===== config.mk =====
export PLATFORM = sky130hd
export DESIGN_NAME = audipus_core
export DESIGN_NICKNAME = d
export VERILOG_FILES = /design/src/hw/audio_pkg.sv /design/src/hw/audio_ctrl_if.sv /design/src/hw/audipus_core.sv /design/src/hw/i2s_tx.sv /design/src/hw/gain_stage.sv /design/src/hw/i2s_rx.sv /design/src/hw/spi_reg_decode.sv
export SDC_FILE = /design/constraint.sdc
export NUM_CORES = 1
export LEC_CHECK = 0
export ABC_AREA = 0
export BUFFER_PORTS_ARGS = -buffer_cell sky130_fd_sc_hd__buf_2
export CAP_MARGIN = 20
export CELL_PAD_IN_SITES_DETAIL_PLACEMENT = 1
export CELL_PAD_IN_SITES_GLOBAL_PLACEMENT = 1
export CORE_MARGIN = 4
export CORE_UTILIZATION = 53
export DETAILED_ROUTE_END_ITERATION = 7
export GPL_ROUTABILITY_DRIVEN = 0
export GPL_TIMING_DRIVEN = 0
export MAX_ROUTING_LAYER = met4
export PLACE_DENSITY = 0.78
export SLEW_MARGIN = 20
export SYNTH_ARGS = -nofsm -noshare
export SYNTH_HDL_FRONTEND = slang
export SYNTH_HIERARCHICAL = 1
export SYNTH_SLANG_ARGS = --single-unit

===== constraint.sdc =====
create_clock -name clk -period 6.68 [get_ports clk]
set_clock_uncertainty 0.1 [all_clocks]
set_input_delay 0.334 -clock clk [delete_from_list [all_inputs] [get_ports clk]]
set_output_delay 0.334 -clock clk [all_outputs]
set_load 0.02 [all_outputs]

===== src/hw/audio_pkg.sv =====
package audio_pkg;

    //////////////////////////////////////////////////////////////////////
    // widths
    //////////////////////////////////////////////////////////////////////

    // audio samples, two's complement
    localparam int sample_width = 16;
    // spi register bank
    localparam int reg_width  = 8;
    localparam int addr_width = 7;
    // opcode + address + data
    localparam int frame_width = 1 + addr_width + reg_width;

    //////////////////////////////////////////////////////////////////////
    // gain and saturation
    //////////////////////////////////////////////////////////////////////

    // gain is unsigned q1.7, 128 is x1.0
    localparam logic [reg_width-1:0] unity_gain = 8'd128;
    localparam int gain_frac = 7;
    localparam logic signed [sample_width-1:0] sample_max = 16'sh7fff;
    localparam logic signed [sample_width-1:0] sample_min = 16'sh8000;

    // fixed value of the id register
    localparam logic [reg_width-1:0] id_value = 8'ha5;

    //////////////////////////////////////////////////////////////////////
    // encodings
    //////////////////////////////////////////////////////////////////////

    typedef enum logic [addr_width-1:0] {
        reg_control    = 7'd0,
        reg_gain_left  = 7'd1,
        reg_gain_right = 7'd2,
        reg_status     = 7'd3,
        reg_id         = 7'd4
    } reg_addr_e;

    // frame bit 15
    typedef enum logic {
        op_write = 1'b0,
        op_read  = 1'b1
    } spi_op_e;

    typedef enum logic [1:0] {
        st_idle,
        st_header,
        st_data
    } spi_state_e;

endpackage

===== src/hw/audio_ctrl_if.sv =====
`timescale 1ns/1ps

interface audio_ctrl_if;
    import audio_pkg::*;

    // control register fields
    logic                 enable;
    logic                 mute;
    logic [reg_width-1:0] gain_left;
    logic [reg_width-1:0] gain_right;
    // one pulse per clipped sample pair
    logic                 clip;

    // register bank side
    modport reg_side (
        output enable, mute, gain_left, gain_right,
        input  clip
    );

    // audio path side
    modport audio_side (
        input  enable, mute, gain_left, gain_right,
        output clip
    );

endinterface


===== src/hw/audipus_core.sv =====
`timescale 1ns/1ps

module audipus_core (
    input  logic clk,
    input  logic reset,
    // host spi
    input  logic spi_cs_n,
    input  logic spi_clk,
    input  logic spi_mosi,
    output logic spi_miso,
    // i2s from receiver chip
    input  logic i2s_bclk,
    input  logic i2s_lrclk,
    input  logic i2s_d,
    // i2s to dac
    output logic dac_bclk,
    output logic dac_lrclk,
    output logic dac_data
);
    import audio_pkg::*;

    //////////////////////////////////////////////////////////////////////
    // connections
    //////////////////////////////////////////////////////////////////////

    audio_ctrl_if ctrl_if ();

    logic signed [sample_width-1:0] rx_left;
    logic signed [sample_width-1:0] rx_right;
    logic                           rx_valid;
    logic signed [sample_width-1:0] proc_left;
    logic signed [sample_width-1:0] proc_right;
    logic                           proc_valid;
    // synced clocks shared by rx and tx
    logic                           bclk_sync;
    logic                           lrclk_sync;
    logic                           bclk_fall;

    //////////////////////////////////////////////////////////////////////
    // blocks
    //////////////////////////////////////////////////////////////////////

    spi_reg_decode spi_reg_decode_i (
        .clk      (clk),
        .reset    (reset),
        .spi_cs_n (spi_cs_n),
        .spi_clk  (spi_clk),
        .spi_mosi (spi_mosi),
        .spi_miso (spi_miso),
        .ctrl     (ctrl_if.reg_side)
    );

    i2s_rx i2s_rx_i (
        .clk        (clk),
        .reset      (reset),
        .bclk       (i2s_bclk),
        .lrclk      (i2s_lrclk),
        .sdata      (i2s_d),
        .left       (rx_left),
        .right      (rx_right),
        .valid      (rx_valid),
        .bclk_sync  (bclk_sync),
        .lrclk_sync (lrclk_sync),
        .bclk_fall  (bclk_fall)
    );

    gain_stage gain_stage_i (
        .clk       (clk),
        .reset     (reset),
        .in_left   (rx_left),
        .in_right  (rx_right),
        .in_valid  (rx_valid),
        .out_left  (proc_left),
        .out_right (proc_right),
        .out_valid (proc_valid),
        .ctrl      (ctrl_if.audio_side)
    );

    i2s_tx i2s_tx_i (
        .clk        (clk),
        .reset      (reset),
        .left       (proc_left),
        .right      (proc_right),
        .valid      (proc_valid),
        .bclk_sync  (bclk_sync),
        .lrclk_sync (lrclk_sync),
        .bclk_fall  (bclk_fall),
        .dac_bclk   (dac_bclk),
        .dac_lrclk  (dac_lrclk),
        .dac_data   (dac_data)
    );

endmodule


===== src/hw/i2s_tx.sv =====
`timescale 1ns/1ps

module i2s_tx (
    input  logic                                      clk,
    input  logic                                      reset,
    input  logic signed [audio_pkg::sample_width-1:0] left,
    input  logic signed [audio_pkg::sample_width-1:0] right,
    input  logic                                      valid,
    input  logic                                      bclk_sync,
    input  logic                                      lrclk_sync,
    input  logic                                      bclk_fall,
    output logic                                      dac_bclk,
    output logic                                      dac_lrclk,
    output logic                                      dac_data
);
    import audio_pkg::*;

    // left word in the upper half
    logic [2*sample_width-1:0] frame_sr;
    logic                      lr_last;
    logic                      load_pend;
    logic                      load;

    // pair arrives inside the first bclk of the left channel
    assign load = valid & load_pend;

    //////////////////////////////////////////////////////////////////////
    // shift out on falling bclk
    //////////////////////////////////////////////////////////////////////

    always_ff @(posedge clk) begin
        if (reset) begin
            frame_sr  <= '0;
            lr_last   <= 1'b0;
            load_pend <= 1'b0;
            dac_data  <= 1'b0;
        end else begin
            if (bclk_fall) begin
                lr_last  <= lrclk_sync;
                // lsb of the last word goes out on the lr edge itself
                dac_data <= frame_sr[2*sample_width-1];
                frame_sr <= frame_sr << 1;
                // left start window closes at the next fall
                load_pend <= lr_last & ~lrclk_sync;
            end else if (load) begin
                frame_sr  <= {left, right};
                load_pend <= 1'b0;
            end
        end
    end

    // forwarded clocks
    assign dac_bclk  = bclk_sync;
    assign dac_lrclk = lrclk_sync;

    // rx to gain latency must fit before the msb fall
    load_not_on_shift: assert property (@(posedge clk) disable iff (reset)
        !(load && bclk_fall));

endmodule


===== src/hw/gain_stage.sv =====
`timescale 1ns/1ps

module gain_stage (
    input  logic                                      clk,
    input  logic                                      reset,
    input  logic signed [audio_pkg::sample_width-1:0] in_left,
    input  logic signed [audio_pkg::sample_width-1:0] in_right,
    input  logic                                      in_valid,
    output logic signed [audio_pkg::sample_width-1:0] out_left,
    output logic signed [audio_pkg::sample_width-1:0] out_right,
    output logic                                      out_valid,
    audio_ctrl_if.audio_side                          ctrl
);
    import audio_pkg::*;

    logic                  active;
    // msb flags saturation
    logic [sample_width:0] scaled_left;
    logic [sample_width:0] scaled_right;

    // sample times q1.7 gain, then clamp
    function automatic logic [sample_width:0] scale(
        input logic signed [sample_width-1:0] s,
        input logic        [reg_width-1:0]    g
    );
        logic signed [sample_width+reg_width:0] prod;
        prod = s * $signed({1'b0, g});
        prod = prod >>> gain_frac;
        if (prod > sample_max) begin
            return {1'b1, sample_max};
        end else if (prod < sample_min) begin
            return {1'b1, sample_min};
        end
        return {1'b0, prod[sample_width-1:0]};
    endfunction

    assign active       = ctrl.enable & ~ctrl.mute;
    assign scaled_left  = scale(in_left, ctrl.gain_left);
    assign scaled_right = scale(in_right, ctrl.gain_right);

    //////////////////////////////////////////////////////////////////////
    // output register
    //////////////////////////////////////////////////////////////////////

    always_ff @(posedge clk) begin
        if (reset) begin
            out_valid <= 1'b0;
            ctrl.clip <= 1'b0;
        end else begin
            out_valid <= in_valid;
            // muted or disabled never counts as clipping
            ctrl.clip <= in_valid & active
                       & (scaled_left[sample_width] | scaled_right[sample_width]);
        end
    end

    // zeros out when muted or disabled
    always_ff @(posedge clk) begin
        if (in_valid) begin
            out_left  <= active ? scaled_left[sample_width-1:0] : '0;
            out_right <= active ? scaled_right[sample_width-1:0] : '0;
        end
    end

    // one pair per i2s frame upstream
    single_valid: assert property (@(posedge clk) disable iff (reset)
        out_valid |=> !out_valid);

endmodule


===== src/hw/i2s_rx.sv =====
`timescale 1ns/1ps

module i2s_rx (
    input  logic                                   clk,
    input  logic                                   reset,
    input  logic                                   bclk,
    input  logic                                   lrclk,
    input  logic                                   sdata,
    output logic signed [audio_pkg::sample_width-1:0] left,
    output logic signed [audio_pkg::sample_width-1:0] right,
    output logic                                   valid,
    output logic                                   bclk_sync,
    output logic                                   lrclk_sync,
    output logic                                   bclk_fall
);
    import audio_pkg::*;

    // same depth on clocks and data keeps them aligned
    logic [2:0] bclk_q;
    logic [1:0] lrclk_q;
    logic [1:0] sdata_q;
    logic       bclk_rise;
    logic       lr_last;
    logic       lr_edge;
    logic       pair_done;

    logic [sample_width-1:0] shift_sr;
    logic [sample_width-1:0] word;

    always_ff @(posedge clk) begin
        if (reset) begin
            bclk_q  <= '0;
            lrclk_q <= '0;
            sdata_q <= '0;
        end else begin
            bclk_q  <= {bclk_q[1:0], bclk};
            lrclk_q <= {lrclk_q[0], lrclk};
            sdata_q <= {sdata_q[0], sdata};
        end
    end

    assign bclk_sync  = bclk_q[1];
    assign lrclk_sync = lrclk_q[1];
    assign bclk_rise  = bclk_q[1] & ~bclk_q[2];
    assign bclk_fall  = ~bclk_q[1] & bclk_q[2];

    // word including the bit sampled now
    assign word = {shift_sr[sample_width-2:0], sdata_q[1]};
    // one bclk delay, so the lsb lands on the first rise after the lr edge
    assign lr_edge = lrclk_sync != lr_last;

    //////////////////////////////////////////////////////////////////////
    // channel tracking and valid
    //////////////////////////////////////////////////////////////////////

    always_ff @(posedge clk) begin
        if (reset) begin
            lr_last   <= 1'b0;
            pair_done <= 1'b0;
            valid     <= 1'b0;
        end else begin
            pair_done <= 1'b0;
            valid     <= pair_done;
            if (bclk_rise) begin
                lr_last <= lrclk_sync;
                // high lr before the edge means right word done
                if (lr_edge && lr_last) begin
                    pair_done <= 1'b1;
                end
            end
        end
    end

    // sample shift and word latches
    always_ff @(posedge clk) begin
        if (bclk_rise) begin
            shift_sr <= word;
            if (lr_edge) begin
                if (lr_last) begin
                    right <= word;
                end else begin
                    left <= word;
                end
            end
        end
    end

endmodule


===== src/hw/spi_reg_decode.sv =====
`timescale 1ns/1ps

module spi_reg_decode (
    input  logic           clk,
    input  logic           reset,
    input  logic           spi_cs_n,
    input  logic           spi_clk,
    input  logic           spi_mosi,
    output logic           spi_miso,
    audio_ctrl_if.reg_side ctrl
);
    import audio_pkg::*;

    // sync chains, third stage only for edge detect
    logic [2:0] sclk_q;
    logic [2:0] cs_q;
    logic [1:0] mosi_q;
    logic       cs_sync;
    logic       cs_fall;
    logic       sclk_rise;
    logic       sclk_fall;

    spi_state_e             state;
    logic [3:0]             bit_cnt;
    logic [frame_width-1:0] frame_sr;
    logic [frame_width-1:0] frame_next;
    logic [reg_width-1:0]   rd_data;
    logic [reg_width-1:0]   rd_shift;
    logic                   frame_done;

    // write port of the bank
    logic                  wr_en;
    logic [addr_width-1:0] wr_addr;
    logic [reg_width-1:0]  wr_data;

    // register bank
    logic [reg_width-1:0] control_q;
    logic [reg_width-1:0] gain_left_q;
    logic [reg_width-1:0] gain_right_q;
    logic                 clip_flag;

    //////////////////////////////////////////////////////////////////////
    // pin sync and edges
    //////////////////////////////////////////////////////////////////////

    always_ff @(posedge clk) begin
        if (reset) begin
            sclk_q <= '0;
            cs_q   <= '1;
            mosi_q <= '0;
        end else begin
            sclk_q <= {sclk_q[1:0], spi_clk};
            cs_q   <= {cs_q[1:0], spi_cs_n};
            mosi_q <= {mosi_q[0], spi_mosi};
        end
    end

    assign cs_sync   = cs_q[1];
    assign cs_fall   = ~cs_q[1] & cs_q[2];
    assign sclk_rise = sclk_q[1] & ~sclk_q[2];
    assign sclk_fall = ~sclk_q[1] & sclk_q[2];

    // frame as it stands after the current bit
    assign frame_next = {frame_sr[frame_width-2:0], mosi_q[1]};

    //////////////////////////////////////////////////////////////////////
    // frame fsm
    //////////////////////////////////////////////////////////////////////

    always_ff @(posedge clk) begin
        if (reset) begin
            state      <= st_idle;
            bit_cnt    <= '0;
            frame_done <= 1'b0;
            spi_miso   <= 1'b0;
            rd_shift   <= '0;
        end else begin
            frame_done <= 1'b0;
            if (cs_sync) begin
                // deselect drops any partial frame
                state    <= st_idle;
                bit_cnt  <= '0;
                spi_miso <= 1'b0;
            end else begin
                case (state)
                    st_idle: begin
                        spi_miso <= 1'b0;
                        if (cs_fall) begin
                            state   <= st_header;
                            bit_cnt <= '0;
                        end
                    end
                    st_header: begin
                        if (sclk_rise) begin
                            bit_cnt <= bit_cnt + 4'd1;
                            // opcode and address complete after 8 bits
                            if (bit_cnt == 4'd7) begin
                                state <= st_data;
                                if (spi_op_e'(frame_next[addr_width]) == op_read) begin
                                    rd_shift <= rd_data;
                                end else begin
                                    rd_shift <= '0;
                                end
                            end
                        end
                    end
                    st_data: begin
                        if (sclk_rise) begin
                            bit_cnt <= bit_cnt + 4'd1;
                            if (bit_cnt == 4'(frame_width - 1)) begin
                                frame_done <= 1'b1;
                                state      <= st_idle;
                            end
                        end
                        // mode 0, next bit out after the falling edge
                        if (sclk_fall) begin
                            spi_miso <= rd_shift[reg_width-1];
                            rd_shift <= rd_shift << 1;
                        end
                    end
                    default: state <= st_idle;
                endcase
            end
        end
    end

    // msb first shift
    always_ff @(posedge clk) begin
        if (sclk_rise && (state == st_header || state == st_data)) begin
            frame_sr <= frame_next;
        end
    end

    //////////////////////////////////////////////////////////////////////
    // decode and register bank
    //////////////////////////////////////////////////////////////////////

    // read mux on the address just shifted in
    always_comb begin
        case (reg_addr_e'(frame_next[addr_width-1:0]))
            reg_control:    rd_data = control_q;
            reg_gain_left:  rd_data = gain_left_q;
            reg_gain_right: rd_data = gain_right_q;
            reg_status:     rd_data = {{(reg_width-2){1'b0}}, control_q[0], clip_flag};
            reg_id:         rd_data = id_value;
            default:        rd_data = '0;
        endcase
    end

    // decode stage between frame end and bank update
    always_ff @(posedge clk) begin
        if (reset) begin
            wr_en <= 1'b0;
        end else begin
            wr_en <= frame_done && (spi_op_e'(frame_sr[frame_width-1]) == op_write);
        end
        wr_addr <= frame_sr[frame_width-2 -: addr_width];
        wr_data <= frame_sr[reg_width-1:0];
    end

    always_ff @(posedge clk) begin
        if (reset) begin
            control_q    <= '0;
            gain_left_q  <= unity_gain;
            gain_right_q <= unity_gain;
            clip_flag    <= 1'b0;
        end else begin
            if (wr_en) begin
                case (reg_addr_e'(wr_addr))
                    reg_control: begin
                        control_q <= wr_data;
                        clip_flag <= 1'b0;
                    end
                    reg_gain_left:  gain_left_q  <= wr_data;
                    reg_gain_right: gain_right_q <= wr_data;
                    // status, id and holes stay untouched
                    default: ;
                endcase
            end
            // new clip event wins over a clear
            if (ctrl.clip) begin
                clip_flag <= 1'b1;
            end
        end
    end

    assign ctrl.enable     = control_q[0];
    assign ctrl.mute       = control_q[1];
    assign ctrl.gain_left  = gain_left_q;
    assign ctrl.gain_right = gain_right_q;

    // bank update lands before the host can deselect
    wr_inside_frame: assert property (@(posedge clk) disable iff (reset)
        wr_en |-> !cs_sync);

endmodule


==> flow_summary.ini <==
[outcome]
status = finished clean

[critical_path]
path_class = flip-flop to flip-flop
slowest_delay_ns = 0.64
path_cells = clkbuf_1 -> nand2_1 -> fa_1 -> inv_1 -> fa_1 -> fa_1 -> inv_1 -> fa_1 -> inv_1 -> ha_1 -> a21oi_1 -> o21ai_1 -> a221oi_4 -> o31ai_4 -> a31o_2 -> a311o_1 -> or2_1 -> buf_6 -> buf_8 -> o41ai_1
startpoint = spi_reg_decode_i/ctrl.gain_left[1]
critPathArrivalTime_ns = 6.57
cp.required_ns = 6.84
reg2reg_to = gain_stage_i/out_left[6]
crit_path_end_kind = flip-flop
r2r_cells = 20
crit_cells = 20
cp-start-kind = flip-flop
cp_slowest_cell = dfxtp_1
cp_common_cell = fa_1
r2r_slack_ns = 0.27
r2r_start = spi_reg_decode_i/ctrl.gain_left[1]
endpoint = gain_stage_i/out_left[6]
cp_num_buf_inv = 6
crit_family = adder cells
cp_max_fo = 10

[yosys]
async_flop_share = 0
synth_seq_area_share = 0.295
synth-edff-count = 95
yosysTopAreaCellShare = 0.234
synth_commonest_cells = 331 x inv_1, 202 x fa_1, 146 x and2_1, 133 x nand2_1, 112 x dfxtp_1
syn_area_per_cell_um2 = 10.3
synth_area_leader_cell = fa_1
synth_cell_types = 79
synthesis.instances = 1680
synth_ff_type = dfxtp_1
ys_seq_elements = 207
yosysWarnings = 6
post-synth-top-count-cell = inv_1
syn_area_um2 = 17300
syn_nets = 1987
synth_area_leaders = fa_1 23%, edfxtp_1 17%, dfxtp_1 13%

[global_route]
grt_max_degree = 34
grt_pass1_vias = 13700
grt_usage = 0.264
antenna_found_initial = 2
grt_pass1_wl_um = 73300
grt-ovfl-total = 0

[placement]
port_buffers = 11
dpl_worst_slack_ns = -0.0280
dp_hpwl_um = 34500

[power]
p_per_area_nw_per_um2 = 143
power.leakage_nw = 8.14
peakVddDrop_v = 0.000169

[floorplanning]
die_w_um = 188
num_rows = 65
core_region_area_um2 = 31900
die_h_um = 188
start_util = 0.541
dieArea_um2 = 35500
num_io_pins = 12

[cts]
htreeDepth = 1
clk_path_buf_depth = 3
cts_made_buffers = 24
cts_tree = done
root_buffer = clkbuf_16
cts_setup_buffers = 0
cts.sinks = 207
insertion_delay_ns = 0.52
clkTransAtPathRegs_ns = 0.06

[timing]
fmax_mhz = 156
finalHoldViolCount = 0
slew_headroom = 0.392
worst-slew-pin-transition_ns = 0.910
post-route-period-util = 0.960
whs_ns = 0.268
fin_crit_ns = 6.41
setup_viol_count_final = 0
setup_slack_ns = 0.267
finalMaxSlewViolations = 0

[detailed_routing]
wl_per_cell_um = 20.5
routed_wl_um = 44700
dr.pass1.iters = 5
drc = 0
ant_nets = 0
vias = 12200
initialDrtViolationCount = 641
vias_per_cell = 5.58

[worst_hold_path]
hold_path_class = flip-flop to flip-flop

[run]
cap_violations = 0

[cells_and_area]
drive_gt1_frac = 0.0890
areaGrowthSynthToFinish_pct = 8.44
nNetsFinal = 2031
[layout by cell type, fill, tap and decap left out, types with 28 or more instances in the layout]
| cell type | count |
|---|---|
| fa_1 | 202 |
| a211oi_1 | 34 |
| o21ai_0 | 30 |
| buf_2 | 28 |
| nand2_1 | 133 |
| nor2_1 | 46 |
| dfxtp_1 | 109 |
| ha_1 | 97 |
| inv_1 | 331 |
| a21oi_1 | 43 |
| clkbuf_1 | 36 |
| and2_1 | 146 |
| edfxtp_1 | 95 |
| mux2i_1 | 37 |
| nor4bb_1 | 31 |
[flip-flops by register name (all words and copies together) (netlist names), 3 cells and up]
| name | count |
|---|---|
| spi_reg_decode_i/control_q | 8 |
| spi_reg_decode_i/bit_cnt | 4 |
| i2s_rx_i/shift_sr | 15 |
| gain_stage_i/out_left | 16 |
| spi_reg_decode_i/wr_data | 8 |
| spi_reg_decode_i/sclk_q | 3 |
| spi_reg_decode_i/ctrl.gain_left | 8 |
| spi_reg_decode_i/ctrl.gain_right | 8 |
| i2s_tx_i/frame_sr | 32 |
| i2s_rx_i/right | 16 |
| i2s_rx_i/left | 16 |
| gain_stage_i/out_right | 16 |
| spi_reg_decode_i/cs_q | 3 |
| spi_reg_decode_i/rd_shift | 8 |
| i2s_rx_i/bclk_q | 3 |
| spi_reg_decode_i/frame_sr | 16 |
| spi_reg_decode_i/wr_addr | 7 |
[worst min-delay path by stage]
stage                                  from                          end  slack [ns]  cells past startpoint
2_1_floorplan  spi_reg_decode_i/frame_sr[8]  spi_reg_decode_i/wr_addr[0]        0.24                      0
3_3_place_gp   spi_reg_decode_i/frame_sr[9]  spi_reg_decode_i/wr_addr[1]        0.25                      0
3_5_place_dp   spi_reg_decode_i/frame_sr[7]  spi_reg_decode_i/wr_data[7]        0.25                      0
4_1_cts                               reset        i2s_tx_i/frame_sr[27]        0.26                      2
5_1_grt        spi_reg_decode_i/frame_sr[7]  spi_reg_decode_i/wr_data[7]        0.27                      0
6_report       spi_reg_decode_i/frame_sr[7]  spi_reg_decode_i/wr_data[7]        0.27                      0
[routing by layer]
metal	track usage	up-vias	routed length [um]
li1	-	5570	-
met1	0.328	6267	18900
met2	0.458	244	22700
met3	0.0319	71	1760
met4	0.0740	0	1260
met5	-	-	0
[worst reg2reg max path: stages (launching register included)]
cell and delay [ns]:
dfxtp_1 0.64, clkbuf_1 0.54, nand2_1 0.20, fa_1 0.58, inv_1 0.06, fa_1 0.50, fa_1 0.55, inv_1 0.05
fa_1 0.47, inv_1 0.04, ha_1 0.35, a21oi_1 0.15, o21ai_1 0.14, a221oi_4 0.35, o31ai_4 0.14, a31o_2 0.29
a311o_1 0.41, or2_1 0.25, buf_6 0.14, buf_8 0.13, o41ai_1 0.09
[cell families after synthesis]
logic type               count (synthesis)  share of synthesized area
AO/OA/AOI/OAI                          229                      0.108
XOR/XNOR                                39                     0.0214
AND/OR/NAND/NOR                        463                      0.153
flip-flops                             207                      0.295
multiplexers                            38                     0.0228
adder cells (fa/ha/maj)                299                      0.305
buffers and inverters                  405                     0.0954
[final cells by class]
type | count | area, um2
fillers | 3490 | 13200
multi-input cells | 1068 | 10500
flip-flops and latches | 207 | 5100
inverters | 331 | 1240
clock buffers | 34 | 668
well taps | 435 | 544
plain buffers | 74 | 413
repair buffers | 18 | 123
clock inverters | 10 | 81.3
diodes | 1 | 2.50
[report_power, final]
group	internal, W	total, W	switching (W)
logic	0.0000285	0.0000738	0.0000453
registers	0.00133	0.00135	0.0000150
clock network	0.000706	0.00125	0.000541
total	0.00207	0.00267	0.000601
[through the flow]
| stage | std cells | cell area, um2 | utilization | TNS (ns) | power [W] |
|---|---|---|---|---|---|
| finish | 2178 | 18700 | 0.587 | 0 | 0.00267 |
| global route | 2177 | 18700 | 0.587 | -0.0146 | 0.00276 |
| CTS | 2177 | 18700 | 0.586 | 0 | 0.00269 |
| detailed placement | 2127 | 17900 | 0.561 | -0.0640 | 0.00144 |
| global placement | 2126 | 17900 | 0.560 | 0 | 0.00144 |
| floorplan | 1680 | 17300 | - | 0 | 0.00142 |
[timing repair]
action / CTS / global route
setup endpoints to repair: 7 / 18
endpoints found under the hold margin: 6 / 0
gates resized for setup: 1 / 17
gates cloned: 0 / 0
hold buffers: 6 / 0
No activity file was read; power rests on OpenSTA's default activity.
